===== src/l2d_params.svh =====
// width macros for the l2 read-return datapath, pulled in with `include by every design and test file
`ifndef L2D_PARAMS_SVH
`define L2D_PARAMS_SVH

// codewords returned per array read
`define L2D_LANES 4
// one codeword is 32 data bits plus 7 check bits
`define L2D_LANE_DATA_W 32
`define L2D_LANE_ECC_W 7
`define L2D_WORD_W 39

// full return segment
`define L2D_DATA_W 128
`define L2D_ECC_W 28
// store/scrub path width
`define L2D_DWORD_W 64

`endif


===== src/l2d_pkg.sv =====
// shared syndrome and error-class types, referenced by scoped name from rtl and testbench
`default_nettype none

`include "l2d_params.svh"

package l2d_pkg;

  ////////////////////////////////////////////////////////////////////////////
  // per-lane syndrome
  ////////////////////////////////////////////////////////////////////////////

  // bit 6 is the overall parity flag
  // bits 5:0 are the hamming check flags (xor of set-bit positions)
  typedef struct packed {
    logic                          parity;
    logic [`L2D_LANE_ECC_W-2:0]    check;
  } lane_synd_t;

  ////////////////////////////////////////////////////////////////////////////
  // read error classification
  ////////////////////////////////////////////////////////////////////////////

  // ue dominates ce when lanes are combined
  typedef enum logic [1:0] {
    ERR_NONE = 2'd0,
    ERR_CE   = 2'd1,
    ERR_UE   = 2'd2
  } err_class_t;

endpackage

`default_nettype wire


===== src/l2d_decc_ctl.sv =====
// read valid pipeline and per-read ce/ue classification from the four lane syndromes
`timescale 1ns/1ps
`default_nettype none

`include "l2d_params.svh"

module l2d_decc_ctl (
  input  logic                                  rclk,
  input  logic                                  arst_n,
  input  logic                                  rd_vld_c7,
  input  l2d_pkg::lane_synd_t [`L2D_LANES-1:0]  lane_synd_c7,
  output logic                                  ret_vld_c8,
  output logic                                  ce_c8,
  output logic                                  ue_c8
);

  // parity flag set means exactly one flip, check flags alone mean two
  function automatic l2d_pkg::err_class_t classify(input l2d_pkg::lane_synd_t s);
    l2d_pkg::err_class_t c;
    if (s.parity) begin
      c = l2d_pkg::ERR_CE;
    end else if (s.check != '0) begin
      c = l2d_pkg::ERR_UE;
    end else begin
      c = l2d_pkg::ERR_NONE;
    end
    return c;
  endfunction

  l2d_pkg::err_class_t lane_class_c7 [`L2D_LANES];
  l2d_pkg::err_class_t rd_class_c7;

  ////////////////////////////////////////////////////////////////////////////
  // c7 combine
  ////////////////////////////////////////////////////////////////////////////

  // any ue wins, otherwise any ce
  always_comb begin
    rd_class_c7 = l2d_pkg::ERR_NONE;
    for (int l = 0; l < `L2D_LANES; l++) begin
      lane_class_c7[l] = classify(lane_synd_c7[l]);
      if (lane_class_c7[l] == l2d_pkg::ERR_UE) begin
        rd_class_c7 = l2d_pkg::ERR_UE;
      end else if (lane_class_c7[l] == l2d_pkg::ERR_CE &&
                   rd_class_c7 == l2d_pkg::ERR_NONE) begin
        rd_class_c7 = l2d_pkg::ERR_CE;
      end
    end
  end

  // c8 strobes, qualified by valid so idle cycles never flag
  always_ff @(posedge rclk or negedge arst_n) begin
    if (!arst_n) begin
      ret_vld_c8 <= 1'b0;
      ce_c8      <= 1'b0;
      ue_c8      <= 1'b0;
    end else begin
      ret_vld_c8 <= rd_vld_c7;
      ce_c8      <= rd_vld_c7 && (rd_class_c7 == l2d_pkg::ERR_CE);
      ue_c8      <= rd_vld_c7 && (rd_class_c7 == l2d_pkg::ERR_UE);
    end
  end

  // a read is ce or ue, never both
  a_ce_ue_excl: assert property (@(posedge rclk) disable iff (!arst_n)
    !(ce_c8 && ue_c8))
    else $error("ce_c8 and ue_c8 set together");

  // error strobes only ride on a returned read
  a_err_has_vld: assert property (@(posedge rclk) disable iff (!arst_n)
    (ce_c8 || ue_c8) |-> ret_vld_c8)
    else $error("error strobe without ret_vld_c8");

endmodule

`default_nettype wire


===== src/l2d_deccdp.sv =====
// c7/c8 return datapath: lane correction, return flops, doubleword and diagnostic muxes
`timescale 1ns/1ps
`default_nettype none

`include "l2d_params.svh"

module l2d_deccdp (
  input  logic                                  rclk,
  input  logic [`L2D_DATA_W-1:0]                rd_data_c7,
  input  logic [`L2D_ECC_W-1:0]                 rd_ecc_c7,
  input  logic                                  dword_sel_c7,
  input  logic                                  sel_higher_word_c7,
  input  logic                                  sel_higher_dword_c7,
  output logic [`L2D_DATA_W-1:0]                ret_data_c8,
  output logic [`L2D_DWORD_W-1:0]               arb_data_c8,
  output logic [`L2D_WORD_W-1:0]                diag_data_c7,
  output l2d_pkg::lane_synd_t [`L2D_LANES-1:0]  lane_synd_c7,
  output logic [`L2D_ECC_W-1:0]                 lda_syndrome_c9
);

  localparam int DW = `L2D_LANE_DATA_W;
  localparam int EW = `L2D_LANE_ECC_W;

  // raw codewords, index is the lane number
  logic [`L2D_WORD_W-1:0]  word_c7 [`L2D_LANES];
  logic [`L2D_DATA_W-1:0]  corr_data_c7;
  logic [`L2D_ECC_W-1:0]   error_synd_c7;
  logic [`L2D_ECC_W-1:0]   error_synd_c8;
  logic                    dword_sel_c8;
  logic [`L2D_WORD_W-1:0]  left_diag_c7;
  logic [`L2D_WORD_W-1:0]  rgt_diag_c7;

  ////////////////////////////////////////////////////////////////////////////
  // c7 lane correction
  ////////////////////////////////////////////////////////////////////////////

  for (genvar l = 0; l < `L2D_LANES; l++) begin : g_lane
    // lane l owns data 32l+31..32l and ecc 7l+6..7l
    assign word_c7[l] = {rd_data_c7[l*DW +: DW], rd_ecc_c7[l*EW +: EW]};

    l2d_ecc39 u_ecc (
      .word (word_c7[l]),
      .data (corr_data_c7[l*DW +: DW]),
      .synd (lane_synd_c7[l])
    );
  end

  // lane 3 lands in bits 27:21, lane 0 in 6:0
  assign error_synd_c7 = lane_synd_c7;

  ////////////////////////////////////////////////////////////////////////////
  // c8 return and c9 syndrome flops
  ////////////////////////////////////////////////////////////////////////////

  // syndrome runs every cycle whether or not the read was valid
  always_ff @(posedge rclk) begin
    ret_data_c8     <= corr_data_c7;
    dword_sel_c8    <= dword_sel_c7;
    error_synd_c8   <= error_synd_c7;
    lda_syndrome_c9 <= error_synd_c8;
  end

  // store/scrub doubleword from corrected data
  // select 0 takes the upper half
  assign arb_data_c8 = dword_sel_c8 ? ret_data_c8[`L2D_DWORD_W-1:0]
                                    : ret_data_c8[`L2D_DATA_W-1:`L2D_DWORD_W];

  ////////////////////////////////////////////////////////////////////////////
  // diagnostic mux on uncorrected c7 words
  ////////////////////////////////////////////////////////////////////////////

  // first level picks within a pair
  assign left_diag_c7 = sel_higher_word_c7 ? word_c7[2] : word_c7[3];
  assign rgt_diag_c7  = sel_higher_word_c7 ? word_c7[0] : word_c7[1];

  // second level picks the pair, low means lanes 3/2
  assign diag_data_c7 = sel_higher_dword_c7 ? rgt_diag_c7 : left_diag_c7;

endmodule

`default_nettype wire


===== src/l2d_ecc39.sv =====
// sec-ded check and single-bit correction of one 39-bit codeword, instanced once per lane
`timescale 1ns/1ps
`default_nettype none

`include "l2d_params.svh"

module l2d_ecc39 (
  // codeword as {data[31:0], ecc[6:0]}
  input  logic [`L2D_WORD_W-1:0]      word,
  output logic [`L2D_LANE_DATA_W-1:0] data,
  output l2d_pkg::lane_synd_t         synd
);

  localparam int DW = `L2D_LANE_DATA_W;
  localparam int EW = `L2D_LANE_ECC_W;
  // hamming check flags exclude the overall parity bit
  localparam int CW = EW - 1;

  // hamming position of data bit idx
  // data fills the positions 1..38 that are not powers of two, in ascending order
  function automatic logic [CW-1:0] data_pos(input int idx);
    int            seen;
    logic [CW-1:0] pos;
    seen = 0;
    pos  = '0;
    for (int q = 1; q < `L2D_WORD_W; q++) begin
      if ((q & (q - 1)) != 0) begin
        if (seen == idx) begin
          pos = q[CW-1:0];
        end
        seen++;
      end
    end
    return pos;
  endfunction

  logic [DW-1:0] raw;
  logic [EW-1:0] ecc;
  logic [CW-1:0] term [DW];
  logic [CW-1:0] check;
  logic          parity;

  assign raw = word[`L2D_WORD_W-1:EW];
  assign ecc = word[EW-1:0];

  for (genvar i = 0; i < DW; i++) begin : g_bit
    localparam logic [CW-1:0] POS = data_pos(i);
    // a set data bit contributes its position to the check flags
    assign term[i] = raw[i] ? POS : '0;
    // flip only on a single error that names this bit
    assign data[i] = raw[i] ^ (parity && (check == POS));
  end

  // check bit k sits at position 2^k, so it only touches flag bit k
  always_comb begin
    check = ecc[CW-1:0];
    for (int i = 0; i < DW; i++) begin
      check = check ^ term[i];
    end
  end

  // ecc bit 6 makes the whole word even, so any odd count of flips shows here
  assign parity = ^word;

  // single errors on check or parity positions leave the data untouched
  assign synd = {parity, check};

endmodule

`default_nettype wire


===== src/l2d_err_log.sv =====
// sticky first-error syndrome log for the status block, ue has priority and err_clr empties it
`timescale 1ns/1ps
`default_nettype none

`include "l2d_params.svh"

module l2d_err_log (
  input  logic                   rclk,
  input  logic                   arst_n,
  input  logic                   ce_c8,
  input  logic                   ue_c8,
  input  logic                   err_clr,
  input  logic [`L2D_ECC_W-1:0]  lda_syndrome_c9,
  output logic                   log_ce,
  output logic                   log_ue,
  output logic [`L2D_ECC_W-1:0]  log_synd
);

  logic                  take_ce;
  logic                  take_ue;
  // c9 copy of the capture decision, lines up with lda_syndrome_c9
  logic                  cap_c9;
  logic [`L2D_ECC_W-1:0] held_synd;

  // ue replaces an empty or ce log, ce only fills an empty one
  assign take_ue = ue_c8 && !log_ue;
  assign take_ce = ce_c8 && !log_ce && !log_ue;

  always_ff @(posedge rclk or negedge arst_n) begin
    if (!arst_n) begin
      log_ce    <= 1'b0;
      log_ue    <= 1'b0;
      cap_c9    <= 1'b0;
      held_synd <= '0;
    end else if (err_clr) begin
      // clear beats any capture in the same cycle
      log_ce    <= 1'b0;
      log_ue    <= 1'b0;
      cap_c9    <= 1'b0;
      held_synd <= '0;
    end else begin
      cap_c9 <= take_ue || take_ce;
      // park the syndrome one cycle after it was taken
      if (cap_c9) begin
        held_synd <= lda_syndrome_c9;
      end
      if (take_ue) begin
        log_ue <= 1'b1;
        log_ce <= 1'b0;
      end else if (take_ce) begin
        log_ce <= 1'b1;
      end
    end
  end

  // fresh capture shows the live c9 syndrome, later the parked copy
  assign log_synd = cap_c9 ? lda_syndrome_c9 : held_synd;

  a_log_excl: assert property (@(posedge rclk) disable iff (!arst_n)
    !(log_ce && log_ue))
    else $error("log_ce and log_ue set together");

endmodule

`default_nettype wire


===== src/l2d_ret_top.sv =====
// top of the l2 read-return path, joins datapath, error control and error log
`timescale 1ns/1ps
`default_nettype none

`include "l2d_params.svh"

module l2d_ret_top (
  input  logic                     rclk,
  input  logic                     arst_n,
  input  logic                     rd_vld_c7,
  input  logic [`L2D_DATA_W-1:0]   rd_data_c7,
  input  logic [`L2D_ECC_W-1:0]    rd_ecc_c7,
  input  logic                     dword_sel_c7,
  input  logic                     sel_higher_word_c7,
  input  logic                     sel_higher_dword_c7,
  input  logic                     err_clr,
  output logic [`L2D_DATA_W-1:0]   ret_data_c8,
  output logic                     ret_vld_c8,
  output logic [`L2D_DWORD_W-1:0]  arb_data_c8,
  output logic [`L2D_WORD_W-1:0]   diag_data_c7,
  output logic [`L2D_ECC_W-1:0]    lda_syndrome_c9,
  output logic                     ce_c8,
  output logic                     ue_c8,
  output logic                     log_ce,
  output logic                     log_ue,
  output logic [`L2D_ECC_W-1:0]    log_synd
);

  // per-lane syndromes from the correctors to the classifier
  l2d_pkg::lane_synd_t [`L2D_LANES-1:0] lane_synd_c7;

  l2d_deccdp u_deccdp (
    .rclk                (rclk),
    .rd_data_c7          (rd_data_c7),
    .rd_ecc_c7           (rd_ecc_c7),
    .dword_sel_c7        (dword_sel_c7),
    .sel_higher_word_c7  (sel_higher_word_c7),
    .sel_higher_dword_c7 (sel_higher_dword_c7),
    .ret_data_c8         (ret_data_c8),
    .arb_data_c8         (arb_data_c8),
    .diag_data_c7        (diag_data_c7),
    .lane_synd_c7        (lane_synd_c7),
    .lda_syndrome_c9     (lda_syndrome_c9)
  );

  l2d_decc_ctl u_decc_ctl (
    .rclk         (rclk),
    .arst_n       (arst_n),
    .rd_vld_c7    (rd_vld_c7),
    .lane_synd_c7 (lane_synd_c7),
    .ret_vld_c8   (ret_vld_c8),
    .ce_c8        (ce_c8),
    .ue_c8        (ue_c8)
  );

  // log sees the c8 strobes and the c9 syndrome
  l2d_err_log u_err_log (
    .rclk            (rclk),
    .arst_n          (arst_n),
    .ce_c8           (ce_c8),
    .ue_c8           (ue_c8),
    .err_clr         (err_clr),
    .lda_syndrome_c9 (lda_syndrome_c9),
    .log_ce          (log_ce),
    .log_ue          (log_ue),
    .log_synd        (log_synd)
  );

endmodule

`default_nettype wire


===== config.mk =====
export PLATFORM = sky130hd
export DESIGN_NAME = l2d_ret_top
export DESIGN_NICKNAME = d
export VERILOG_FILES = /design/src/l2d_pkg.sv /design/src/l2d_decc_ctl.sv /design/src/l2d_deccdp.sv /design/src/l2d_ecc39.sv /design/src/l2d_err_log.sv /design/src/l2d_ret_top.sv
export VERILOG_INCLUDE_DIRS = /design/src
export SDC_FILE = /design/constraint.sdc
export NUM_CORES = 1
export LEC_CHECK = 0
export ABC_AREA = 1
export BUFFER_PORTS_ARGS = -buffer_cell sky130_fd_sc_hd__buf_2
export CORE_ASPECT_RATIO = 1.5
export CORE_UTILIZATION = 30
export CTS_CLUSTER_SIZE = 30
export DETAILED_ROUTE_END_ITERATION = 12
export GPL_TIMING_DRIVEN = 0
export PLACE_DENSITY = 0.54
export SLEW_MARGIN = 20
export SYNTH_ARGS = -nofsm -noshare
export SYNTH_HDL_FRONTEND = slang
export SYNTH_SLANG_ARGS = --single-unit

===== constraint.sdc =====
create_clock -name rclk -period 1.5 [get_ports rclk]
set_input_delay 0.075 -clock rclk [delete_from_list [all_inputs] [get_ports rclk]]
set_output_delay 0.075 -clock rclk [all_outputs]
set_load 0.1 [all_outputs]

; Yosys cells after proc, flatten, opt, wreduce, memory -nomap -nowiden
; Index checks and enable logic that the tools add are counted.
[classes]
n_eq_ne = 138
muxes = 156
bitwise_logic = 256
n_reduce_logical = 152
[op_table]
columns = op, count
row1 = "6-bit by 5-bit equality test with 1-bit output, second input constant", 60
row2 = 6-bit by 5-bit XOR with 6-bit output, 60
row3 = 5-bit two-way mux, 60
row4 = "6-bit by 4-bit equality test with 1-bit output, second input constant", 28
row5 = 6-bit by 4-bit XOR with 6-bit output, 28
row6 = 6-bit XOR, 28
row7 = 39-bit parity, 4
row8 = "6-bit equality test, second input constant", 24
row9 = 6-bit two-way mux, 24
row10 = 1-bit logical AND, 136
row11 = 1-bit XOR, 128
row12 = 39-bit two-way mux, 3
row13 = 4-bit two-way mux, 28
row14 = "6-bit by 3-bit equality test with 1-bit output, second input constant", 12
row15 = 6-bit by 3-bit XOR with 6-bit output, 12
row16 = 64-bit two-way mux, 1
row17 = 28-bit two-way mux, 2
row18 = 2-bit two-way mux, 19
row19 = 3-bit two-way mux, 12
row20 = "6-bit by 2-bit equality test with 1-bit output, second input constant", 4
row21 = 6-bit nonzero test, 4
row22 = "2-bit by 1-bit equality test with 1-bit output, second input constant", 5
row23 = "2-bit equality test, second input constant", 5
row24 = 1-bit two-way mux, 7
row25 = 5 further kinds, 8
[word_totals]
reg_bits = 219
output_inout_bits = 292
elab_cells = 713

; Logic depth before layout (Yosys ltp)
[logic_depth]
word_depth = 53
ltp_mapped = 22
ltp_nobuf = 21

; Hierarchy
; A second synthesis with hierarchy kept.
[hier_totals]
hier_cells = 3380
area_unflattened_um2 = 18754.2
[by_module_without_submodules]
columns = mod, instances, cells_each, area_per_inst_um2, seq_area_each_um2
row1 = l2d_ecc39, 4, 584, 2651.3, 0.0
row2 = l2d_deccdp, 1, 847, 6441.2, 3703.6
row3 = l2d_err_log, 1, 162, 1493.9, 775.7
row4 = l2d_decc_ctl, 1, 35, 214.0, 75.1

; Worst setup path after synthesis
; No wires, ideal clock.
[synth_timing]
path_kind = input to output
from = input port sel_higher_dword_c7
to = output port diag_data_c7[1]
t_arrival_ps = 2647
t_required_ps = 1425
path_slack_ps = -1222
stages = 4
n_path_buf = 1
cell_sequence = inv_1 -> clkbuf_1 -> o21ai_0 -> o21ai_0
[synth_via]
elab_chain_len = 1
[synth_lines]
columns = element, line_no
row1 = start: declaration, l2d_ret_top.sv:15  ; input logic sel_higher_dword_c7,
row2 = 39-bit two-way mux, l2d_deccdp.sv:77  ; assign diag_data_c7 = sel_higher_dword_c7 ? rgt_diag_c7 : left_diag_c7;
row3 = end: declaration, l2d_ret_top.sv:20  ; output logic [`L2D_WORD_W-1:0] diag_data_c7,
; Every way passes these cells.

; Final worst setup path
[layout_timing]
from = register u_deccdp.dword_sel_c8
to = output port arb_data_c8[26]
[layout_via]
elab_chain_len = 1
[layout_lines]
columns = element, line_no
row1 = start: declaration, l2d_deccdp.sv:29  ; logic dword_sel_c8;
row2 = start signal: assignment, l2d_deccdp.sv:58  ; dword_sel_c8 <= dword_sel_c7;
row3 = 64-bit two-way mux, l2d_deccdp.sv:65  ; assign arb_data_c8 = dword_sel_c8 ? ret_data_c8[`L2D_DWORD_W-1:0]
row4 = end: declaration, l2d_ret_top.sv:19  ; output logic [`L2D_DWORD_W-1:0] arb_data_c8,
; Every way passes these cells.

==> results.md <==
- Clock power frac: between 15 and 20%
- Clock buffer depth: 3
- Drt first pass iters: 5
- MaxCap Viol Count: 0
- Initial drt markers: 1116
- Synth top area share: 24.8%
- All-Layer GR Usage: between 30% and 40%
- CTS tree: built
- Placer Congestion: just under 1
- First-pass GRT wire length: between 100000 and 150000 um
- Post-Syn Instances: approximately 2.5k
- Worst-skew pair later-pin latency: 0.55 ns
- Sequential element share of the synthesized area: 28.6%
- Sequential share of power: approximately a fifth
- Internal power: 18600 uW
- VDD IR max: 1.70 mV
- Core ar.: 52600 um2
- Worst hold slack: -0.226 ns
- Clk sinks: 219
- Vias: 19.4k
- Total CTS buffers: 23
- CP required: 1.42 ns
- # rows: 103
- CP arrival: 1.88 ns
- Psw: roughly 22000 uW
- Fillers: about 4.7k
- Min Tclk post-route: 1.96 ns
- Critical path peak fanout: 5
- Share of cells above drive strength 1: a little under three fifths
- Status: finished with violations
- Power Density: between 1000 and 1500 nW/um2
- Cell Area, Synth: 15900 um2
- Synth Register Bits: around 220
- Switch share: 53.7%
- DP Wirelength: 70500 um
- Clock root cell: clkbuf_16
- Failing checks: hold timing, setup timing
- Total wire length: 90200 um
- Pin count of the biggest net entering global routing: 35
- Place WS: -0.941 ns
- Die H: around 280 um
- Synth Warn #: 0
- LEAKAGE: 0.0142 uW
- Io pins: 455
- Starting Density: slightly above 30%
- Worst min path class: in2reg
- Slew @ Worst Pin: 0.893 ns
- PortBufs: approximately 410
- Worst Setup End Kind: primary output
- Final critical-path share of the clock period: 130%
- Fin. Hold Viols: 18
- Most frequent cells in the layout: nand2_1, nand2_2, buf_4
- Antenna violations before repair: 3
- Fin nets: approximately 3.4k
- Worst Skew: 0.0261 ns
- CP Class: reg2out
- RSZ-0062 raised after global routing: yes
- Number of max-slew violations in the final report: 0
- Distinct cell type count after synthesis: 37
- Vias in the first global route: between 15k and 20k
- Largest cells by area after synthesis: nand2_1, dfxtp_1, xor2_1, inv_1, xnor2_1
- Area Overhead vs Synth: 88.7%
- Final ANT Viol Nets: 0
- Clock-pin slew on the worst setup and hold paths: 0.08 ns
- Full die area: 54000 um2
- Syn_nets: between 2k and 3k
- Remaining DRCs: 0
- Upper clock frequency limit: 511 MHz
- Mapped Avg Cell Area: roughly 6.3 um2
- Yosys top cell by area: nand2_1
- Commonest non-fill, non-tap cell in the layout: nand2_1
- Wire length per cell: around 23 um
- Total gr overflow: 0
- Logic pwr share: 65.2%
- Final worst slack: -0.456 ns
- Final core utilization: roughly 57%
- CTS HTree Levels: 1
- Critical path startpoint category: flop
- DIE WIDTH: 190 um
- Max-slew headroom: 40.5%
- Via density per instance: 4.93
- Final setup viols: 110
## power groups by stage
| stage | Sequential, uW | Combinational [uW] | Clock [uW] |
|---|---|---|---|
| global route | 7890 | 27300 | 6530 |
| detailed placement | 7660 | 19400 | 0 |
| floorplan | 12000 | 11000 | 0 |
| global placement | 7650 | 19400 | 0 |
| CTS | 7690 | 22900 | 6290 |
| finish | 7820 | 26200 | 6170 |
## flip-flops by register name, summed over array words and instances (netlist names), 28 cells and up
signal	count
u_deccdp.ret_data_c8	128
u_deccdp.error_synd_c8	28
u_deccdp.lda_syndrome_c9	28
u_err_log.held_synd	28
## worst max-delay path, stage by stage, from the launching register on
cell and delay (ns):
dfxtp_4 0.37, clkbuf_16 0.20, clkbuf_16 0.20, mux2_2 0.37, buf_6 0.19
## area by class of cell
cell class	count	area, um2	share of cell area, %
multi-input cells	1932	14500	48.2
repair buffers	701	6860	22.8
flip-flops and latches	219	4750	15.8
inverters	260	1220	4.07
plain buffers	94	1060	3.52
well taps	682	853	2.84
clock buffers	29	628	2.09
clock inverters	13	186	0.621
diodes	4	10.0	0.0333
## per-stage QoR
stage / instances / total power (uW) / setup TNS (ns) / cell area, um2
after CTS: 3800 / 36900 / -47.30 / 25800
after global routing: 3930 / 41700 / -38.18 / 30000
after global placement: 3597 / 27000 / -195.54 / 20700
final: 3934 / 40200 / -32.73 / 30000
after detailed placement: 3597 / 27100 / -166.83 / 20700
after floorplan: 2508 / 22900 / -11.98 / 17800
## synthesized netlist by cell type, drive strengths merged
cell type  number
o22ai          10
o21ai          70
a21oi         110
xor2          151
dfxtp         185
mux2           64
and2            1
nand3b         22
or2             2
nand2        1075
clkinv          2
buf            59
nand4           8
nand3         164
nor2          147
inv           258
xnor2         107
dfrtp          34
clkbuf         38
nor3b           1
## layer usage
metal | vias up | part of all wire [%] | track usage, %
li1 | 9192 | - | -
met1 | 9201 | 37 | 35.6
met2 | 761 | 50 | 55.9
met3 | 246 | 5.8 | 4.12
met4 | 2 | 7.9 | 17.2
met5 | - | 0.014 | 0
## kinds of logic after synthesis
logic type	count (synthesis)	synth area share, %
AOI/OAI and AO/OA	190	6.05
xor gates and xnor gates	258	14.7
buffers and inverters	357	9.41
DFF	219	28.6
muxes	64	4.53
and+or+nand+nor	1420	36.7
## what timing repair did
action	4_1_cts	5_1_grt
endpoints found under the setup margin	278	261
hold buffers	97	16
gates cloned	9	5
pin swaps	79	329
setup buffers	55	119
hold endpoints to repair	152	31
gates resized for setup	759	903
## path summary, 6_finish.rpt
| check | from | depth (start not counted) | slack, ns | to |
|---|---|---|---|---|
| hold / removal | rd_data_c7[123] | 3 | -0.23 | u_deccdp.ret_data_c8[123] |
| max in group asynchronous | arst_n | 2 | 0.70 | u_err_log.cap_c9 |
| hold reg to reg | u_deccdp.error_synd_c8[19] | 0 | 0.32 | u_deccdp.lda_syndrome_c9[19] |
| setup reg to reg | u_err_log.cap_c9 | 6 | 0.24 | u_err_log.held_synd[2] |
| min in group asynchronous | arst_n | 2 | 0.19 | u_err_log.held_synd[22] |
| setup / recovery | u_deccdp.dword_sel_c8 | 4 | -0.46 | arb_data_c8[26] |
Power figures use the tool's default switching activity.
